## src/hw/codec_pkg.sv

```systemverilog
// Codec link package with the TDM frame format shared by the link blocks.
package codec_pkg;

    // Four TDM slots per frame, one per codec channel.
    localparam int NUM_SLOTS = 4;

    // Each bit lasts this many system clock cycles.
    // The bit clock is low in the first half of a bit and high in the second.
    localparam int CLKS_PER_BIT = 2;

    // Slot width in bits, sent MSB first.
    localparam int SLOT_BITS = 16;

    // Bits in one frame across all slots.
    localparam int FRAME_BITS = NUM_SLOTS * SLOT_BITS;

    // One full frame in system clock cycles.
    // This is also the period of the frame sync.
    localparam int FRAME_CLKS = FRAME_BITS * CLKS_PER_BIT;

endpackage

```

## src/hw/cal_pkg.sv

```systemverilog
// Calibration package with per-channel offset and gain tables and the calibrator state.
package cal_pkg;

    // One calibration entry per codec channel.
    localparam int NUM_CH = codec_pkg::NUM_SLOTS;

    // Gains are signed Q2.14, so 16384 is unity and the range is just under +/-2.
    localparam int GAIN_FRAC_BITS = 14;
    localparam int GAIN_W = 16;
    localparam int OFFSET_W = 16;

    // ADC offsets are removed before the gain is applied.
    localparam logic signed [OFFSET_W-1:0] ADC_OFFSET [NUM_CH] =
        '{16'sd120, -16'sd340, 16'sd25, -16'sd60};

    // Channels 0 and 2 have gain above unity, so near full scale they clip.
    localparam logic signed [GAIN_W-1:0] ADC_GAIN [NUM_CH] =
        '{16'sd17203, 16'sd16002, 16'sd18022, 16'sd15565};

    // DAC gains are applied first; the offset is added to the scaled code.
    localparam logic signed [GAIN_W-1:0] DAC_GAIN [NUM_CH] =
        '{16'sd16712, 16'sd15892, 16'sd17530, 16'sd16384};

    localparam logic signed [OFFSET_W-1:0] DAC_OFFSET [NUM_CH] =
        '{-16'sd210, 16'sd95, 16'sd40, -16'sd15};

    // Calibrator sequence: wait for a frame, four ADC channels, four DAC channels.
    typedef enum logic [1:0] {CAL_IDLE, CAL_ADC, CAL_DAC} cal_state_e;

endpackage

```

## src/hw/sample_frame_if.sv

```systemverilog
// Frame interface carrying four channel samples and a one-cycle valid strobe.
`timescale 1ns/1ps

interface sample_frame_if #(
    parameter int W = 16
) ();

    // Valid pulses for one cycle when a new frame is presented.
    // The samples then hold their value until the next pulse.
    logic                valid;
    logic signed [W-1:0] sample0;
    logic signed [W-1:0] sample1;
    logic signed [W-1:0] sample2;
    logic signed [W-1:0] sample3;

    // There is no back-pressure, so the receiver only has inputs.
    modport producer (output valid, sample0, sample1, sample2, sample3);
    modport consumer (input  valid, sample0, sample1, sample2, sample3);

endinterface

```

## src/hw/adc_deserializer.sv

```systemverilog
// ADC deserializer collecting four TDM slots into a frame with a valid strobe.
`timescale 1ns/1ps

module adc_deserializer #(
    parameter int W = 16
) (
    input  logic             clk_12mhz_i,
    input  logic             rst_i,
    input  logic             sdout_i,
    input  logic             bit_edge_i,
    input  logic [5:0]       bit_pos_i,
    sample_frame_if.producer adc_frame_o
);

    localparam int NS = codec_pkg::NUM_SLOTS;
    localparam int SB = codec_pkg::SLOT_BITS;
    localparam int SLOT_IDX_W = $clog2(NS);

    logic [W-1:0]          shift_q;
    logic [W-1:0]          word;
    // Slots before the last one wait here until the frame is complete.
    logic [W-1:0]          slot_q [NS-1];
    logic [SLOT_IDX_W-1:0] slot;
    logic                  slot_end;
    logic                  frame_end;
    logic signed [W-1:0]   sample_q [NS];
    logic                  valid_q;

    // The word including the bit sampled on this edge.
    assign word = {shift_q[W-2:0], sdout_i};
    assign slot = SLOT_IDX_W'(bit_pos_i / 6'(SB));
    assign slot_end = bit_edge_i && ((bit_pos_i % 6'(SB)) == 6'(SB - 1));
    assign frame_end = bit_edge_i && (bit_pos_i == 6'(codec_pkg::FRAME_BITS - 1));

    // Shifting and slot staging need no reset since a full frame overwrites them.
    always_ff @(posedge clk_12mhz_i) begin
        if (bit_edge_i) begin
            shift_q <= word;
        end
        if (slot_end && !frame_end) begin
            slot_q[slot] <= word;
        end
    end

    // The published frame changes only together with the valid pulse, so the
    // consumer sees all four samples from one frame.
    always_ff @(posedge clk_12mhz_i) begin
        if (rst_i) begin
            valid_q <= 1'b0;
            for (int i = 0; i < NS; i++) begin
                sample_q[i] <= '0;
            end
        end else begin
            valid_q <= frame_end;
            if (frame_end) begin
                for (int i = 0; i < NS - 1; i++) begin
                    sample_q[i] <= slot_q[i];
                end
                sample_q[NS-1] <= word;
            end
        end
    end

    assign adc_frame_o.valid   = valid_q;
    assign adc_frame_o.sample0 = sample_q[0];
    assign adc_frame_o.sample1 = sample_q[1];
    assign adc_frame_o.sample2 = sample_q[2];
    assign adc_frame_o.sample3 = sample_q[3];

endmodule

```

## src/hw/codec_frontend_top.sv

```systemverilog
// Codec front end top level joining the TDM link blocks to the codec pins and DSP ports.
`timescale 1ns/1ps

module codec_frontend_top #(
    parameter int W = 16
) (
    input  logic                clk_12mhz_i,
    input  logic                rst_i,
    input  logic                sdout_i,
    output logic                bick_o,
    output logic                lrck_o,
    output logic                sdin_o,
    output logic                pdn_o,
    input  logic signed [W-1:0] cal_out0_i,
    input  logic signed [W-1:0] cal_out1_i,
    input  logic signed [W-1:0] cal_out2_i,
    input  logic signed [W-1:0] cal_out3_i,
    input  logic signed [W-1:0] force_dac_output_i,
    output logic signed [W-1:0] cal_in0_o,
    output logic signed [W-1:0] cal_in1_o,
    output logic signed [W-1:0] cal_in2_o,
    output logic signed [W-1:0] cal_in3_o,
    output logic                sample_clk_o
);

    logic [5:0] bit_pos;
    logic       bit_edge;

    // Raw frames from the codec and calibrated frames back to it.
    sample_frame_if #(.W(W)) adc_frame ();
    sample_frame_if #(.W(W)) dac_frame ();

    // Keep the codec powered down while the design is in reset.
    always_ff @(posedge clk_12mhz_i) begin
        if (rst_i) begin
            pdn_o <= 1'b0;
        end else begin
            pdn_o <= 1'b1;
        end
    end

    tdm_clock_gen u_clock_gen (
        .clk_12mhz_i (clk_12mhz_i),
        .rst_i       (rst_i),
        .bick_o      (bick_o),
        .lrck_o      (lrck_o),
        .bit_pos_o   (bit_pos),
        .bit_edge_o  (bit_edge)
    );

    adc_deserializer #(.W(W)) u_adc_deser (
        .clk_12mhz_i (clk_12mhz_i),
        .rst_i       (rst_i),
        .sdout_i     (sdout_i),
        .bit_edge_i  (bit_edge),
        .bit_pos_i   (bit_pos),
        .adc_frame_o (adc_frame.producer)
    );

    sample_calibrator #(.W(W)) u_calibrator (
        .clk_12mhz_i        (clk_12mhz_i),
        .rst_i              (rst_i),
        .adc_frame_i        (adc_frame.consumer),
        .dac_frame_o        (dac_frame.producer),
        .cal_out0_i         (cal_out0_i),
        .cal_out1_i         (cal_out1_i),
        .cal_out2_i         (cal_out2_i),
        .cal_out3_i         (cal_out3_i),
        .force_dac_output_i (force_dac_output_i),
        .cal_in0_o          (cal_in0_o),
        .cal_in1_o          (cal_in1_o),
        .cal_in2_o          (cal_in2_o),
        .cal_in3_o          (cal_in3_o),
        .sample_clk_o       (sample_clk_o)
    );

    dac_serializer #(.W(W)) u_dac_ser (
        .clk_12mhz_i (clk_12mhz_i),
        .rst_i       (rst_i),
        .bit_edge_i  (bit_edge),
        .bit_pos_i   (bit_pos),
        .dac_frame_i (dac_frame.consumer),
        .sdin_o      (sdin_o)
    );

endmodule

```

## src/hw/dac_serializer.sv

```systemverilog
// DAC serializer shifting a calibrated four-slot frame out MSB first.
`timescale 1ns/1ps

module dac_serializer #(
    parameter int W = 16
) (
    input  logic             clk_12mhz_i,
    input  logic             rst_i,
    input  logic             bit_edge_i,
    input  logic [5:0]       bit_pos_i,
    sample_frame_if.consumer dac_frame_i,
    output logic             sdin_o
);

    localparam int FW = codec_pkg::NUM_SLOTS * W;

    // The newest frame from the calibrator waits here for a frame boundary.
    logic [FW-1:0] pending_q;
    logic [FW-1:0] shift_q;
    logic          last_bit;

    // The edge of bit 63 is the last chance to set up bit 0 of the next frame.
    assign last_bit = bit_edge_i && (bit_pos_i == 6'(codec_pkg::FRAME_BITS - 1));

    // The output flop updates at the end of the high bick cycle, so the new
    // bit appears exactly when bick falls and holds through the next rise.
    always_ff @(posedge clk_12mhz_i) begin
        if (rst_i) begin
            pending_q <= '0;
            shift_q   <= '0;
            sdin_o    <= 1'b0;
        end else begin
            if (dac_frame_i.valid) begin
                pending_q <= {dac_frame_i.sample0, dac_frame_i.sample1,
                              dac_frame_i.sample2, dac_frame_i.sample3};
            end
            if (last_bit) begin
                // Start the new frame with the MSB of slot 0.
                shift_q <= pending_q;
                sdin_o  <= pending_q[FW-1];
            end else if (bit_edge_i) begin
                shift_q <= {shift_q[FW-2:0], 1'b0};
                sdin_o  <= shift_q[FW-2];
            end
        end
    end

endmodule

```

## src/hw/sample_calibrator.sv

```systemverilog
// Sample calibrator applying offset and gain to ADC and DAC frames with one multiplier.
`timescale 1ns/1ps

module sample_calibrator #(
    parameter int W = 16
) (
    input  logic                clk_12mhz_i,
    input  logic                rst_i,
    sample_frame_if.consumer    adc_frame_i,
    sample_frame_if.producer    dac_frame_o,
    input  logic signed [W-1:0] cal_out0_i,
    input  logic signed [W-1:0] cal_out1_i,
    input  logic signed [W-1:0] cal_out2_i,
    input  logic signed [W-1:0] cal_out3_i,
    input  logic signed [W-1:0] force_dac_output_i,
    output logic signed [W-1:0] cal_in0_o,
    output logic signed [W-1:0] cal_in1_o,
    output logic signed [W-1:0] cal_in2_o,
    output logic signed [W-1:0] cal_in3_o,
    output logic                sample_clk_o
);

    localparam int NCH = cal_pkg::NUM_CH;
    localparam int CH_W = $clog2(NCH);
    localparam int GW = cal_pkg::GAIN_W;
    // Product width: W+1 bit operand times a GW bit gain.
    localparam int PW = W + 1 + GW;
    localparam logic signed [W-1:0] S_MAX = {1'b0, {(W-1){1'b1}}};
    localparam logic signed [W-1:0] S_MIN = {1'b1, {(W-1){1'b0}}};

    cal_pkg::cal_state_e state;
    logic [CH_W-1:0]     ch;
    logic signed [W-1:0] adc_raw [NCH];
    logic signed [W-1:0] dsp_out [NCH];
    logic signed [W-1:0] out_q [NCH];
    logic signed [W-1:0] force_q;
    // Channels before the last one wait here; the last result goes straight out.
    logic signed [W-1:0] adc_res [NCH-1];
    logic signed [W-1:0] dac_res [NCH-1];
    logic signed [W-1:0] cal_in_q [NCH];
    logic signed [W-1:0] dac_q [NCH];
    logic                dac_valid;
    logic                last_ch;
    logic signed [W-1:0] dac_src;
    logic signed [W-1:0] force_val;
    logic signed [W:0]   mul_a;
    logic signed [GW-1:0] mul_b;
    logic signed [PW:0]  add_c;
    logic signed [PW-1:0] product;
    logic signed [PW:0]  sum;
    logic signed [W-1:0] result;

    assign adc_raw[0] = adc_frame_i.sample0;
    assign adc_raw[1] = adc_frame_i.sample1;
    assign adc_raw[2] = adc_frame_i.sample2;
    assign adc_raw[3] = adc_frame_i.sample3;
    assign dsp_out[0] = cal_out0_i;
    assign dsp_out[1] = cal_out1_i;
    assign dsp_out[2] = cal_out2_i;
    assign dsp_out[3] = cal_out3_i;

    assign last_ch = (ch == CH_W'(NCH - 1));

    // DAC channel 0 runs in the capture cycle itself, so it reads the ports
    // directly while the later channels read the captured copies.
    always_comb begin
        dac_src   = (ch == '0) ? dsp_out[0] : out_q[ch];
        force_val = (ch == '0) ? force_dac_output_i : force_q;
        if (state == cal_pkg::CAL_DAC) begin
            mul_a = (W+1)'(dac_src);
            mul_b = cal_pkg::DAC_GAIN[ch];
            add_c = (PW+1)'(cal_pkg::DAC_OFFSET[ch]);
        end else begin
            // ADC offset is removed before scaling, one extra bit avoids wrap.
            mul_a = (W+1)'(adc_raw[ch]) - (W+1)'(cal_pkg::ADC_OFFSET[ch]);
            mul_b = cal_pkg::ADC_GAIN[ch];
            add_c = '0;
        end
        product = mul_a * mul_b;
        sum     = (PW+1)'(product >>> cal_pkg::GAIN_FRAC_BITS) + add_c;
        // Clamp to the signed sample range.
        if (sum > (PW+1)'(S_MAX)) begin
            result = S_MAX;
        end else if (sum < (PW+1)'(S_MIN)) begin
            result = S_MIN;
        end else begin
            result = W'(sum);
        end
        // A nonzero force code bypasses DAC calibration entirely.
        if (state == cal_pkg::CAL_DAC && force_val != '0) begin
            result = force_val;
        end
    end

    // Per-channel results and the captured DSP outputs.
    always_ff @(posedge clk_12mhz_i) begin
        if (state == cal_pkg::CAL_ADC && !last_ch) begin
            adc_res[ch] <= result;
        end
        if (state == cal_pkg::CAL_DAC && !last_ch) begin
            dac_res[ch] <= result;
        end
        if (sample_clk_o) begin
            out_q   <= dsp_out;
            force_q <= force_dac_output_i;
        end
    end

    // Sequence control. The held frames update all at once on the last channel.
    always_ff @(posedge clk_12mhz_i) begin
        if (rst_i) begin
            state        <= cal_pkg::CAL_IDLE;
            ch           <= '0;
            sample_clk_o <= 1'b0;
            dac_valid    <= 1'b0;
            for (int i = 0; i < NCH; i++) begin
                cal_in_q[i] <= '0;
                dac_q[i]    <= '0;
            end
        end else begin
            sample_clk_o <= 1'b0;
            dac_valid    <= 1'b0;
            case (state)
                cal_pkg::CAL_IDLE: begin
                    ch <= '0;
                    if (adc_frame_i.valid) begin
                        state <= cal_pkg::CAL_ADC;
                    end
                end
                cal_pkg::CAL_ADC: begin
                    ch <= ch + 1'b1;
                    if (last_ch) begin
                        for (int i = 0; i < NCH - 1; i++) begin
                            cal_in_q[i] <= adc_res[i];
                        end
                        cal_in_q[NCH-1] <= result;
                        // The DSP core takes its new inputs and gives its outputs here.
                        sample_clk_o    <= 1'b1;
                        state           <= cal_pkg::CAL_DAC;
                    end
                end
                cal_pkg::CAL_DAC: begin
                    ch <= ch + 1'b1;
                    if (last_ch) begin
                        for (int i = 0; i < NCH - 1; i++) begin
                            dac_q[i] <= dac_res[i];
                        end
                        dac_q[NCH-1] <= result;
                        dac_valid    <= 1'b1;
                        state        <= cal_pkg::CAL_IDLE;
                    end
                end
                default: state <= cal_pkg::CAL_IDLE;
            endcase
        end
    end

    assign cal_in0_o = cal_in_q[0];
    assign cal_in1_o = cal_in_q[1];
    assign cal_in2_o = cal_in_q[2];
    assign cal_in3_o = cal_in_q[3];

    assign dac_frame_o.valid   = dac_valid;
    assign dac_frame_o.sample0 = dac_q[0];
    assign dac_frame_o.sample1 = dac_q[1];
    assign dac_frame_o.sample2 = dac_q[2];
    assign dac_frame_o.sample3 = dac_q[3];

endmodule

```

## src/hw/tdm_clock_gen.sv

```systemverilog
// TDM clock generator producing bit clock, frame sync and the current bit index.
`timescale 1ns/1ps

module tdm_clock_gen (
    input  logic       clk_12mhz_i,
    input  logic       rst_i,
    output logic       bick_o,
    output logic       lrck_o,
    output logic [5:0] bit_pos_o,
    output logic       bit_edge_o
);

    localparam int CNT_W = $clog2(codec_pkg::FRAME_CLKS);
    localparam int CPB = codec_pkg::CLKS_PER_BIT;

    // Position inside the frame in system clock cycles.
    logic [CNT_W-1:0] cnt_q;
    // Position inside the current bit.
    logic [CNT_W-1:0] phase;
    logic             high_phase;

    assign phase = cnt_q % CNT_W'(CPB);
    // The bit clock is high during the second half of each bit.
    assign high_phase = (phase >= CNT_W'(CPB / 2));

    // Outputs lag the counter by one cycle so that every pin comes straight
    // from a flop. After reset everything is low and the first frame starts
    // one cycle later.
    always_ff @(posedge clk_12mhz_i) begin
        if (rst_i) begin
            cnt_q      <= '0;
            bick_o     <= 1'b0;
            lrck_o     <= 1'b0;
            bit_pos_o  <= '0;
            bit_edge_o <= 1'b0;
        end else begin
            if (cnt_q == CNT_W'(codec_pkg::FRAME_CLKS - 1)) begin
                cnt_q <= '0;
            end else begin
                cnt_q <= cnt_q + 1'b1;
            end
            bick_o     <= high_phase;
            // The edge strobe marks the first high cycle, where data is sampled.
            bit_edge_o <= (phase == CNT_W'(CPB / 2));
            bit_pos_o  <= 6'(cnt_q / CNT_W'(CPB));
            // Frame sync covers bit 0 only.
            lrck_o     <= (cnt_q < CNT_W'(CPB));
        end
    end

endmodule

```

## config.mk

```make
export PLATFORM = sky130hd
export DESIGN_NAME = codec_frontend_top
export DESIGN_NICKNAME = d
export VERILOG_FILES = /design/src/hw/codec_pkg.sv /design/src/hw/cal_pkg.sv /design/src/hw/sample_frame_if.sv /design/src/hw/adc_deserializer.sv /design/src/hw/codec_frontend_top.sv /design/src/hw/dac_serializer.sv /design/src/hw/sample_calibrator.sv /design/src/hw/tdm_clock_gen.sv
export SDC_FILE = /design/constraint.sdc
export NUM_CORES = 1
export LEC_CHECK = 0
export ABC_AREA = 1
export BUFFER_PORTS_ARGS = -buffer_cell sky130_fd_sc_hd__buf_2
export CORE_MARGIN = 4
export CORE_UTILIZATION = 65
export DETAILED_ROUTE_END_ITERATION = 10
export PLACE_DENSITY = 0.84
export SYNTH_ARGS = -nofsm -noshare
export SYNTH_HDL_FRONTEND = slang
export SYNTH_SLANG_ARGS = --single-unit
```

## constraint.sdc

```tcl
create_clock -name clk_12mhz_i -period 17.37 [get_ports clk_12mhz_i]
set_input_delay 3.474 -clock clk_12mhz_i [delete_from_list [all_inputs] [get_ports clk_12mhz_i]]
set_output_delay 3.474 -clock clk_12mhz_i [all_outputs]
set_load 0.03 [all_outputs]
```

==> impl_summary.txt, run 1 <==
----------------------------------------------------
[Status]
  Outcome ... finished clean

[Clocking]
  Clk Latency, worst-skew pair ... 0.63 ns
  CTS H-tree depth ... 2
  Post-CTS sizing ... 0
  Clock slew at reported path FFs ... 0.06 ns
  Buffer count from post-CTS setup fixing ... 0
  Sinks on Clock Net ... 582
  CTS tree ... done
  CTS Buf Count ... 57
  Clock tree buffer depth ... 3
  Number of buffers inserted by hold repair at cts ... 0
  Clock root buffer ... sky130_fd_sc_hd__clkbuf_16

[Worst setup path]
  Critical-path cell with the highest stage delay ... sky130_fd_sc_hd__buf_4
  CP Class ... flip-flop to flip-flop
  CP dominant cell by count ... sky130_fd_sc_hd__nand2_1
  Data required, critical path ... 17.69 ns
  Reg2reg end ... u_calibrator.adc_res[1][2]$_DFFE_PP_
  Maximum fanout encountered on the critical timing path ... 58
  Data arrival, critical path ... 12.49 ns
  Slowest cell delay on critical path ... a little over 0.6 ns
  Capturing element type of the critical path ... flip-flop
  CP startpoint kind ... flip-flop
  Setup slack of the worst register-to-register path ... 5.20 ns
  Startpoint of the worst register-to-register path ... u_calibrator.ch[0]$_SDFFE_PP0P_
  R2R cell count ... 49

[Worst hold path]
  Hold crit path type ... flip-flop to flip-flop
  Hold path start ... u_dac_ser.pending_q[48]$_SDFFE_PP0P_
  Hold EP ... u_dac_ser.shift_q[48]$_SDFFE_PP0P_
  Cells on Worst Hold Path ... 2

[GRT]
  Maximum number of pins on one net before global-route repair ... 85
  Aggregate global-route resource usage ... 31.7%
  Number of antenna violations at the first check in global routing ... 4
  Global Route met2 Usage ... 52.0%
  Global-route congestion overflow total ... 0
  Wire length of the first global-routing pass ... 140 mm
  Met3 Usage GRT ... 5.81%
  Routing usage on met1 ... ~43%
  Most congested layer reported by global routing ... met2
  Vias in the first global route ... 25900

[Logic synthesis]
  Leading cell types by count after synthesis ... sky130_fd_sc_hd__inv_1, sky130_fd_sc_hd__nor2_1, sky130_fd_sc_hd__nand2_1, sky130_fd_sc_hd__edfxtp_1, sky130_fd_sc_hd__fa_1
  Ys async rst share ... 0%
  Post-Syn Instances ... 3519
  Count of state elements after synthesis ... 582
  Cell types occupying the most area after synthesis ... sky130_fd_sc_hd__edfxtp_1, sky130_fd_sc_hd__fa_1, sky130_fd_sc_hd__dfxtp_1, sky130_fd_sc_hd__inv_1, sky130_fd_sc_hd__nor2_1
  Largest area contributor in the synthesized netlist ... sky130_fd_sc_hd__edfxtp_1
  Area of the mapped netlist ... 33800 um2
  Area fraction of the dominant cell type after synthesis ... 38.3%
  Dominant cell by count in the synthesized netlist ... sky130_fd_sc_hd__inv_1
  Part of the Yosys area used for sequential elements ... 47.3%
  Synth cell types ... 55
  Post-synthesis simple-gate area fraction ... 14.6%
  Combinational family with the most area after synthesis ... adder cells
  Xor and xnor fraction of the mapped netlist area ... 0.934%
  Synth warnings ... 0
  Share of the synthesized area in compound gates (AO/OA/AOI/OAI) ... 8.49%
  Most instantiated flip-flop cell in the synthesis netlist ... sky130_fd_sc_hd__edfxtp_1
  Number of synthesized flops with an enable pin ... around 430
  Multiplexer share of the synthesized area ... 0.119%
  Share of synthesized cell area in full adder, half adder and majority cells ... 19.9%
  Syn nets ... roughly 4000
  Avg Cell Area, Syn ... 9.60 um2

[STA]
  Slew HR ... 20.8%
  Final setup vio count ... 0
  Part of the cycle the worst path needs ... about 70%
  Transition time at the pin with the least slew margin ... between 1 and 1.5 ns
  Hold violation count in the final report ... 0
  Number of pins exceeding their max-slew limit in the final report ... 0
  Minimum clock period ... 12.17 ns
  Setup Total Neg Slack ... 0 ns
  Unrepaired setup endpoints after global routing ... no
  Post-Route Skew ... 0.0468 ns
  F_max ... about 0.082 GHz

[Finish]
  Area added between synthesis and finish ... 9.82%
  Final design instance area without fill ... around 37000 um2
  Layout cell share with drive strength beyond 1 ... 9.24%
  Final nets ... 4110

[Routing]
  Via count of the routed design ... 25400
  DR DRC count ... 0
  Average wire per standard cell ... roughly 20 um
  Iteration-0 DRC Markers ... 2923
  Total wirelength of the detailed-routed design ... 87.8 mm
  Number of iterations in the first detailed-routing pass ... 7
  Post-route antenna net violation count ... 0
  Via-to-Cell Ratio ... 5.81

[Job]
  # Max-Cap Violations ... 0

[Placement]
  DP Wirelength ... between 60 and 70 mm
  Final Wtd Congestion ... 1.00
  Placement-stage cell area ... 35200 um2
  Port bufs ... 151

[Die]
  Placeable Area ... 51400 um2
  Horizontal die dimension ... 236 um
  Count of pins on the block boundary ... roughly 150
  Die Ht ... 236 um
  Die ar. ... 55700 um2
  Initial core utilization ... 65.7%
  Number of cell rows ... 83

----------------------------------------------------
[sequential cells by signal, summed over array words and instances, names as in the netlist, 2 cells and up]
register,cells
u_clock_gen.cnt_q,7
u_calibrator.adc_res,48
u_adc_deser.sample_q,64
u_adc_deser.shift_q,15
u_calibrator.out_q,64
u_calibrator.force_q,16
u_dac_ser.shift_q,63
u_calibrator.dac_res,48
u_calibrator.dac_q,64
u_dac_ser.pending_q,64
u_calibrator.ch,2
u_calibrator.state,2
u_calibrator.cal_in_q,64
u_clock_gen.bit_pos_o,6
u_adc_deser.slot_q,48
[area by class of cell]
class | instances | area (um2)
repair buffers | 190 | 1050
flip-flops and latches | 582 | 16000
diodes | 1 | 2.50
inverters | 638 | 2390
well taps | 680 | 851
clock inverters | 24 | 279
fillers | 3521 | 14300
multi-input cells | 2173 | 14900
clock buffers | 84 | 1630
[metal layers]
layer  vias up  share of wire, %
met2      1404                48
li1      11500                 -
met5         -             0.048
met3       284               9.7
met1     12200                38
met4         6               4.3
[worst max-delay path by stage]
| stage | start | slack [ns] | cells past startpoint | end |
|---|---|---|---|---|
| CTS | u_calibrator.ch[0]$_SDFFE_PP0P_ | 5.40 | 49 | u_calibrator.adc_res[1][2]$_DFFE_PP_ |
| global route | u_calibrator.ch[0]$_SDFFE_PP0P_ | 4.33 | 47 | u_calibrator.dac_res[0][2]$_DFFE_PP_ |
| global placement | cal_out0_i[15] | 5.34 | 34 | u_calibrator.dac_res[0][2]$_DFFE_PP_ |
| finish | u_calibrator.ch[0]$_SDFFE_PP0P_ | 5.20 | 49 | u_calibrator.adc_res[1][2]$_DFFE_PP_ |
| detailed placement | cal_out0_i[15] | 5.21 | 34 | u_calibrator.dac_res[2][2]$_DFFE_PP_ |
| floorplan | cal_out0_i[15] | 6.72 | 34 | u_calibrator.adc_res[0][10]$_DFFE_PP_ |
[critical path, delay by kind of cell, from the launching register on]
family | cells | cell delay [ns]
buf+inv | 8 | 1.91
simple gates | 21 | 2.49
flops | 1 | 0.32
compound gates | 10 | 2.63
fa+ha+maj | 10 | 4.45
[metrics by stage]
stage                     util [%]  setup WS (ns)  hold WS (ns)  std cells
after floorplan                  -           6.72         0.429       3519
after global placement        68.4           5.34         0.444       4263
after detailed placement      68.4           5.21         0.451       4263
after CTS                     72.1           5.40         0.463       4371
after global routing          72.1           4.33         0.476       4372
final                         72.1           5.20         0.457       4372
[layout by cell type, fill, tap and decap left out, types with 12 or more instances in the layout]
cell type and n:
sky130_fd_sc_hd__buf_2 151, sky130_fd_sc_hd__nand2_2 26, sky130_fd_sc_hd__nor3_1 16, sky130_fd_sc_hd__fa_1 255, sky130_fd_sc_hd__inv_2 12, sky130_fd_sc_hd__nor2_1 541, sky130_fd_sc_hd__o21ai_0 210, sky130_fd_sc_hd__a21oi_1 240
sky130_fd_sc_hd__xor2_1 25, sky130_fd_sc_hd__nand3_1 80, sky130_fd_sc_hd__clkbuf_1 20, sky130_fd_sc_hd__o22ai_1 14, sky130_fd_sc_hd__nand2_1 509, sky130_fd_sc_hd__edfxtp_1 431, sky130_fd_sc_hd__buf_4 39, sky130_fd_sc_hd__ha_1 129
sky130_fd_sc_hd__dfxtp_1 148, sky130_fd_sc_hd__clkbuf_16 60, sky130_fd_sc_hd__inv_1 625
[cell families after synthesis]
family | count (synthesis)
simple gates | 1219
buf+inv | 764
flops | 582
compound gates | 529
fa+ha+maj | 385
xor+xnor | 36
mux | 4
Power of run 1 is left out: the tool's default activity adds up to more than one toggle a clock period on the data nets, which glitch-free logic cannot reach.
==> inputs of run 2 (changes only) <==
Settings changed: ABC_AREA 1 to 0, CORE_UTILIZATION 65 to 63, PLACE_DENSITY 0.84 to 0.81.
Clock period 17.37 ns to 12.7 ns, I/O delays scaled along.
==> run 2 against run 1 <==
  * Area after synthesis shrank 0.92%
  * Via count is 13% lower
  * Routed wire length down 8.1%
  * Sequential cell count unchanged
  * Die area grew 2.1%
  * Fmax up 1.2%
==> impl_summary.txt, run 2 <==
----------------------------------------------------
[Die]
  Initial core utilization ... between 60% and 70%
  Number of cell rows ... 84
  Count of pins on the block boundary ... 152
  Die ar. ... 56900 um2
  Die Ht ... around 240 um
  Horizontal die dimension ... roughly 240 um
  Placeable Area ... between 50000 and 60000 um2

[Clocking]
  CTS Buf Count ... 57
  Clock root buffer ... sky130_fd_sc_hd__clkbuf_16
  Clock tree buffer depth ... 3
  Number of buffers inserted by hold repair at cts ... 0
  CTS tree ... done
  Sinks on Clock Net ... 582
  Clk Latency, worst-skew pair ... 0.63 ns
  Clock slew at reported path FFs ... around 0.07 ns
  CTS H-tree depth ... 2

[Finish]
  Area added between synthesis and finish ... 11.0%
  Final design instance area without fill ... ~37000 um2
  Multi-input logic area ... approximately 16000 um2
  Area taken by flip-flops and latches ... 16000 um2
  Non-filler cells in the finished layout ... 3683
  Highest-count cells in the layout ignoring fill and taps ... sky130_fd_sc_hd__edfxtp_1, sky130_fd_sc_hd__inv_1, sky130_fd_sc_hd__nor2_1
  # fillers ... 3620
  Layout cell share with drive strength beyond 1 ... a little over an eighth
  Final nets ... 3413
  Commonest non-fill, non-tap cell in the layout ... sky130_fd_sc_hd__edfxtp_1
  Share of the core filled with cells in the final layout ... between 70 and 80%

[Routing]
  Average wire per standard cell ... roughly 22 um
  Iteration-0 DRC Markers ... about 1800
  Via count of the routed design ... 22000
  DR DRC count ... 0
  Number of iterations in the first detailed-routing pass ... 5
  Via-to-Cell Ratio ... around 6
  Post-route antenna net violation count ... 0
  Total wirelength of the detailed-routed design ... 80.7 mm

[STA]
  Minimum clock period ... 12.03 ns
  F_max ... 0.0832 GHz
  Transition time at the pin with the least slew margin ... ~1.2 ns
  Number of pins exceeding their max-slew limit in the final report ... 0
  Unrepaired setup endpoints after global routing ... no
  Worst Setup Slack, final ... 0.675 ns
  Worst hold margin ... 0.471 ns
  Part of the cycle the worst path needs ... 94.7%
  Final setup vio count ... 0
  Hold violation count in the final report ... 0
  Setup Total Neg Slack ... 0 ns
  Post-Route Skew ... about 0.037 ns
  Slew HR ... 18.8%

[Logic synthesis]
  Syn nets ... 3273
  Largest area contributor in the synthesized netlist ... sky130_fd_sc_hd__edfxtp_1
  Most instantiated flip-flop cell in the synthesis netlist ... sky130_fd_sc_hd__edfxtp_1
  Count of state elements after synthesis ... 582
  Cell types occupying the most area after synthesis ... sky130_fd_sc_hd__edfxtp_1, sky130_fd_sc_hd__fa_1, sky130_fd_sc_hd__dfxtp_1, sky130_fd_sc_hd__ha_1, sky130_fd_sc_hd__mux2i_1
  Dominant cell by count in the synthesized netlist ... sky130_fd_sc_hd__edfxtp_1
  Avg Cell Area, Syn ... 11.9 um2
  Synth cell types ... 82
  Leading cell types by count after synthesis ... sky130_fd_sc_hd__edfxtp_1, sky130_fd_sc_hd__inv_1, sky130_fd_sc_hd__nor2_1, sky130_fd_sc_hd__fa_1, sky130_fd_sc_hd__nand2_1
  Ys async rst share ... 0%
  Synth warnings ... 0
  Part of the Yosys area used for sequential elements ... 47.7%
  Area of the mapped netlist ... 33500 um2
  Post-Syn Instances ... about 2800
  Number of synthesized flops with an enable pin ... 431
  Area fraction of the dominant cell type after synthesis ... 38.7%

[Worst setup path]
  Capturing element type of the critical path ... flip-flop
  Slowest cell delay on critical path ... between 0.6 and 0.7 ns
  Startpoint of the worst register-to-register path ... u_calibrator.ch[0]$_SDFFE_PP0P_
  CP dominant cell by count ... sky130_fd_sc_hd__fa_1
  Data required, critical path ... 13.00 ns
  Setup slack of the worst register-to-register path ... approximately 0.67 ns
  CP startpoint kind ... flip-flop
  CP Class ... flip-flop to flip-flop
  R2R cell count ... 40
  Data arrival, critical path ... 12.32 ns
  Maximum fanout encountered on the critical timing path ... 19
  Critical-path cell with the highest stage delay ... sky130_fd_sc_hd__mux4_2
  Reg2reg end ... u_calibrator.dac_res[0][5]$_DFFE_PP_
  Crit path launch ... u_calibrator.ch[0]$_SDFFE_PP0P_

[GRT]
  Aggregate global-route resource usage ... 28.6%
  Vias in the first global route ... 23200
  Maximum number of pins on one net before global-route repair ... 96
  Global-route congestion overflow total ... 0
  Number of antenna violations at the first check in global routing ... 1
  Wire length of the first global-routing pass ... between 100 and 150 mm

[Placement]
  Worst slack after detailed placement ... 0.268 ns
  Final Wtd Congestion ... 0.995
  Cell count after placement ... approximately 3600
  Port bufs ... roughly 150
  Placement-stage cell area ... ~35000 um2
  DP Wirelength ... 58.7 mm

[Worst hold path]
  Hold EP ... u_clock_gen.cnt_q[0]$_SDFF_PP0_
  Hold crit path type ... flip-flop to flip-flop
  Hold path start ... u_clock_gen.cnt_q[0]$_SDFF_PP0_
  Cells on Worst Hold Path ... 1

[Pwr]
  Power density normalized to cell area ... between 200 and 300 nW/um2
  Peak VDD IR ... about 0.72 mV
  Overall Power ... about 11 mW
  Static Leakage ... 15.4 nW

[Job]
  # Max-Cap Violations ... 0

[Status]
  Outcome ... finished clean

----------------------------------------------------
[run 2: critical path, delay by kind of cell, from the launching register on]
| kind | cells | cell delay (ns) |
|---|---|---|
| multiplexers | 2 | 1.12 |
| buffers and inverters | 7 | 0.94 |
| adder cells (fa/ha/maj) | 9 | 4.28 |
| flip-flops | 1 | 0.53 |
| XOR/XNOR | 2 | 0.46 |
| AND/OR/NAND/NOR | 6 | 1.20 |
| AO/OA/AOI/OAI | 14 | 3.20 |
[run 2: kinds of logic after synthesis]
logic type | after synthesis | synth area share, %
xor+xnor | 53 | 1.39
buf+inv | 449 | 5.12
mux | 175 | 6.47
compound gates | 336 | 7.34
flops | 582 | 47.7
fa+ha+maj | 385 | 20.1
simple gates | 825 | 11.8
[run 2: how the worst max path moves through the flow]
stage	endpoint	slack (ns)
after floorplan	u_calibrator.adc_res[0][1]$_DFFE_PP_	0.47
after global placement	u_calibrator.adc_res[0][1]$_DFFE_PP_	0.41
after detailed placement	u_calibrator.adc_res[1][1]$_DFFE_PP_	0.27
after CTS	u_calibrator.dac_res[1][1]$_DFFE_PP_	0.54
after global routing	u_calibrator.dac_res[1][1]$_DFFE_PP_	0.04
final	u_calibrator.dac_res[0][5]$_DFFE_PP_	0.67
[run 2: metal layers]
metal  vias to the layer above  track usage, %  share of wire [%]  wire [um]
met1                     11000            35.9                 38      31000
met4                         0            9.67                4.0       3250
met3                       218            4.23                6.6       5330
li1                       9882               -                  -          -
met5                         -               0                  0          0
met2                       922            51.1                 51      41200
[run 2: timing repair]
item / CTS / global route
endpoints found under the setup margin: 0 / 103
resized for setup: 0 / 1
setup buffers: 0 / 3
endpoints found under the hold margin: 0 / 0
[run 2: power by group]
group / total, mW / switching, mW / internal (mW)
Sequential: 2.85 / 0.0185 / 2.83
Combinational: 6.45 / 4.22 / 2.22
Clock: 1.77 / 0.742 / 1.02
[run 2: area by class of cell]
| type | count | share of cell area (%) |
|---|---|---|
| diodes | 1 | 0.00674 |
| well taps | 688 | 2.32 |
| repair buffers | 206 | 3.22 |
| flip-flops and latches | 582 | 43.0 |
| clock buffers | 74 | 4.50 |
| clock inverters | 34 | 1.00 |
| inverters | 324 | 3.28 |
| multi-input cells | 1774 | 42.6 |
Power figures use the tool's default switching activity.
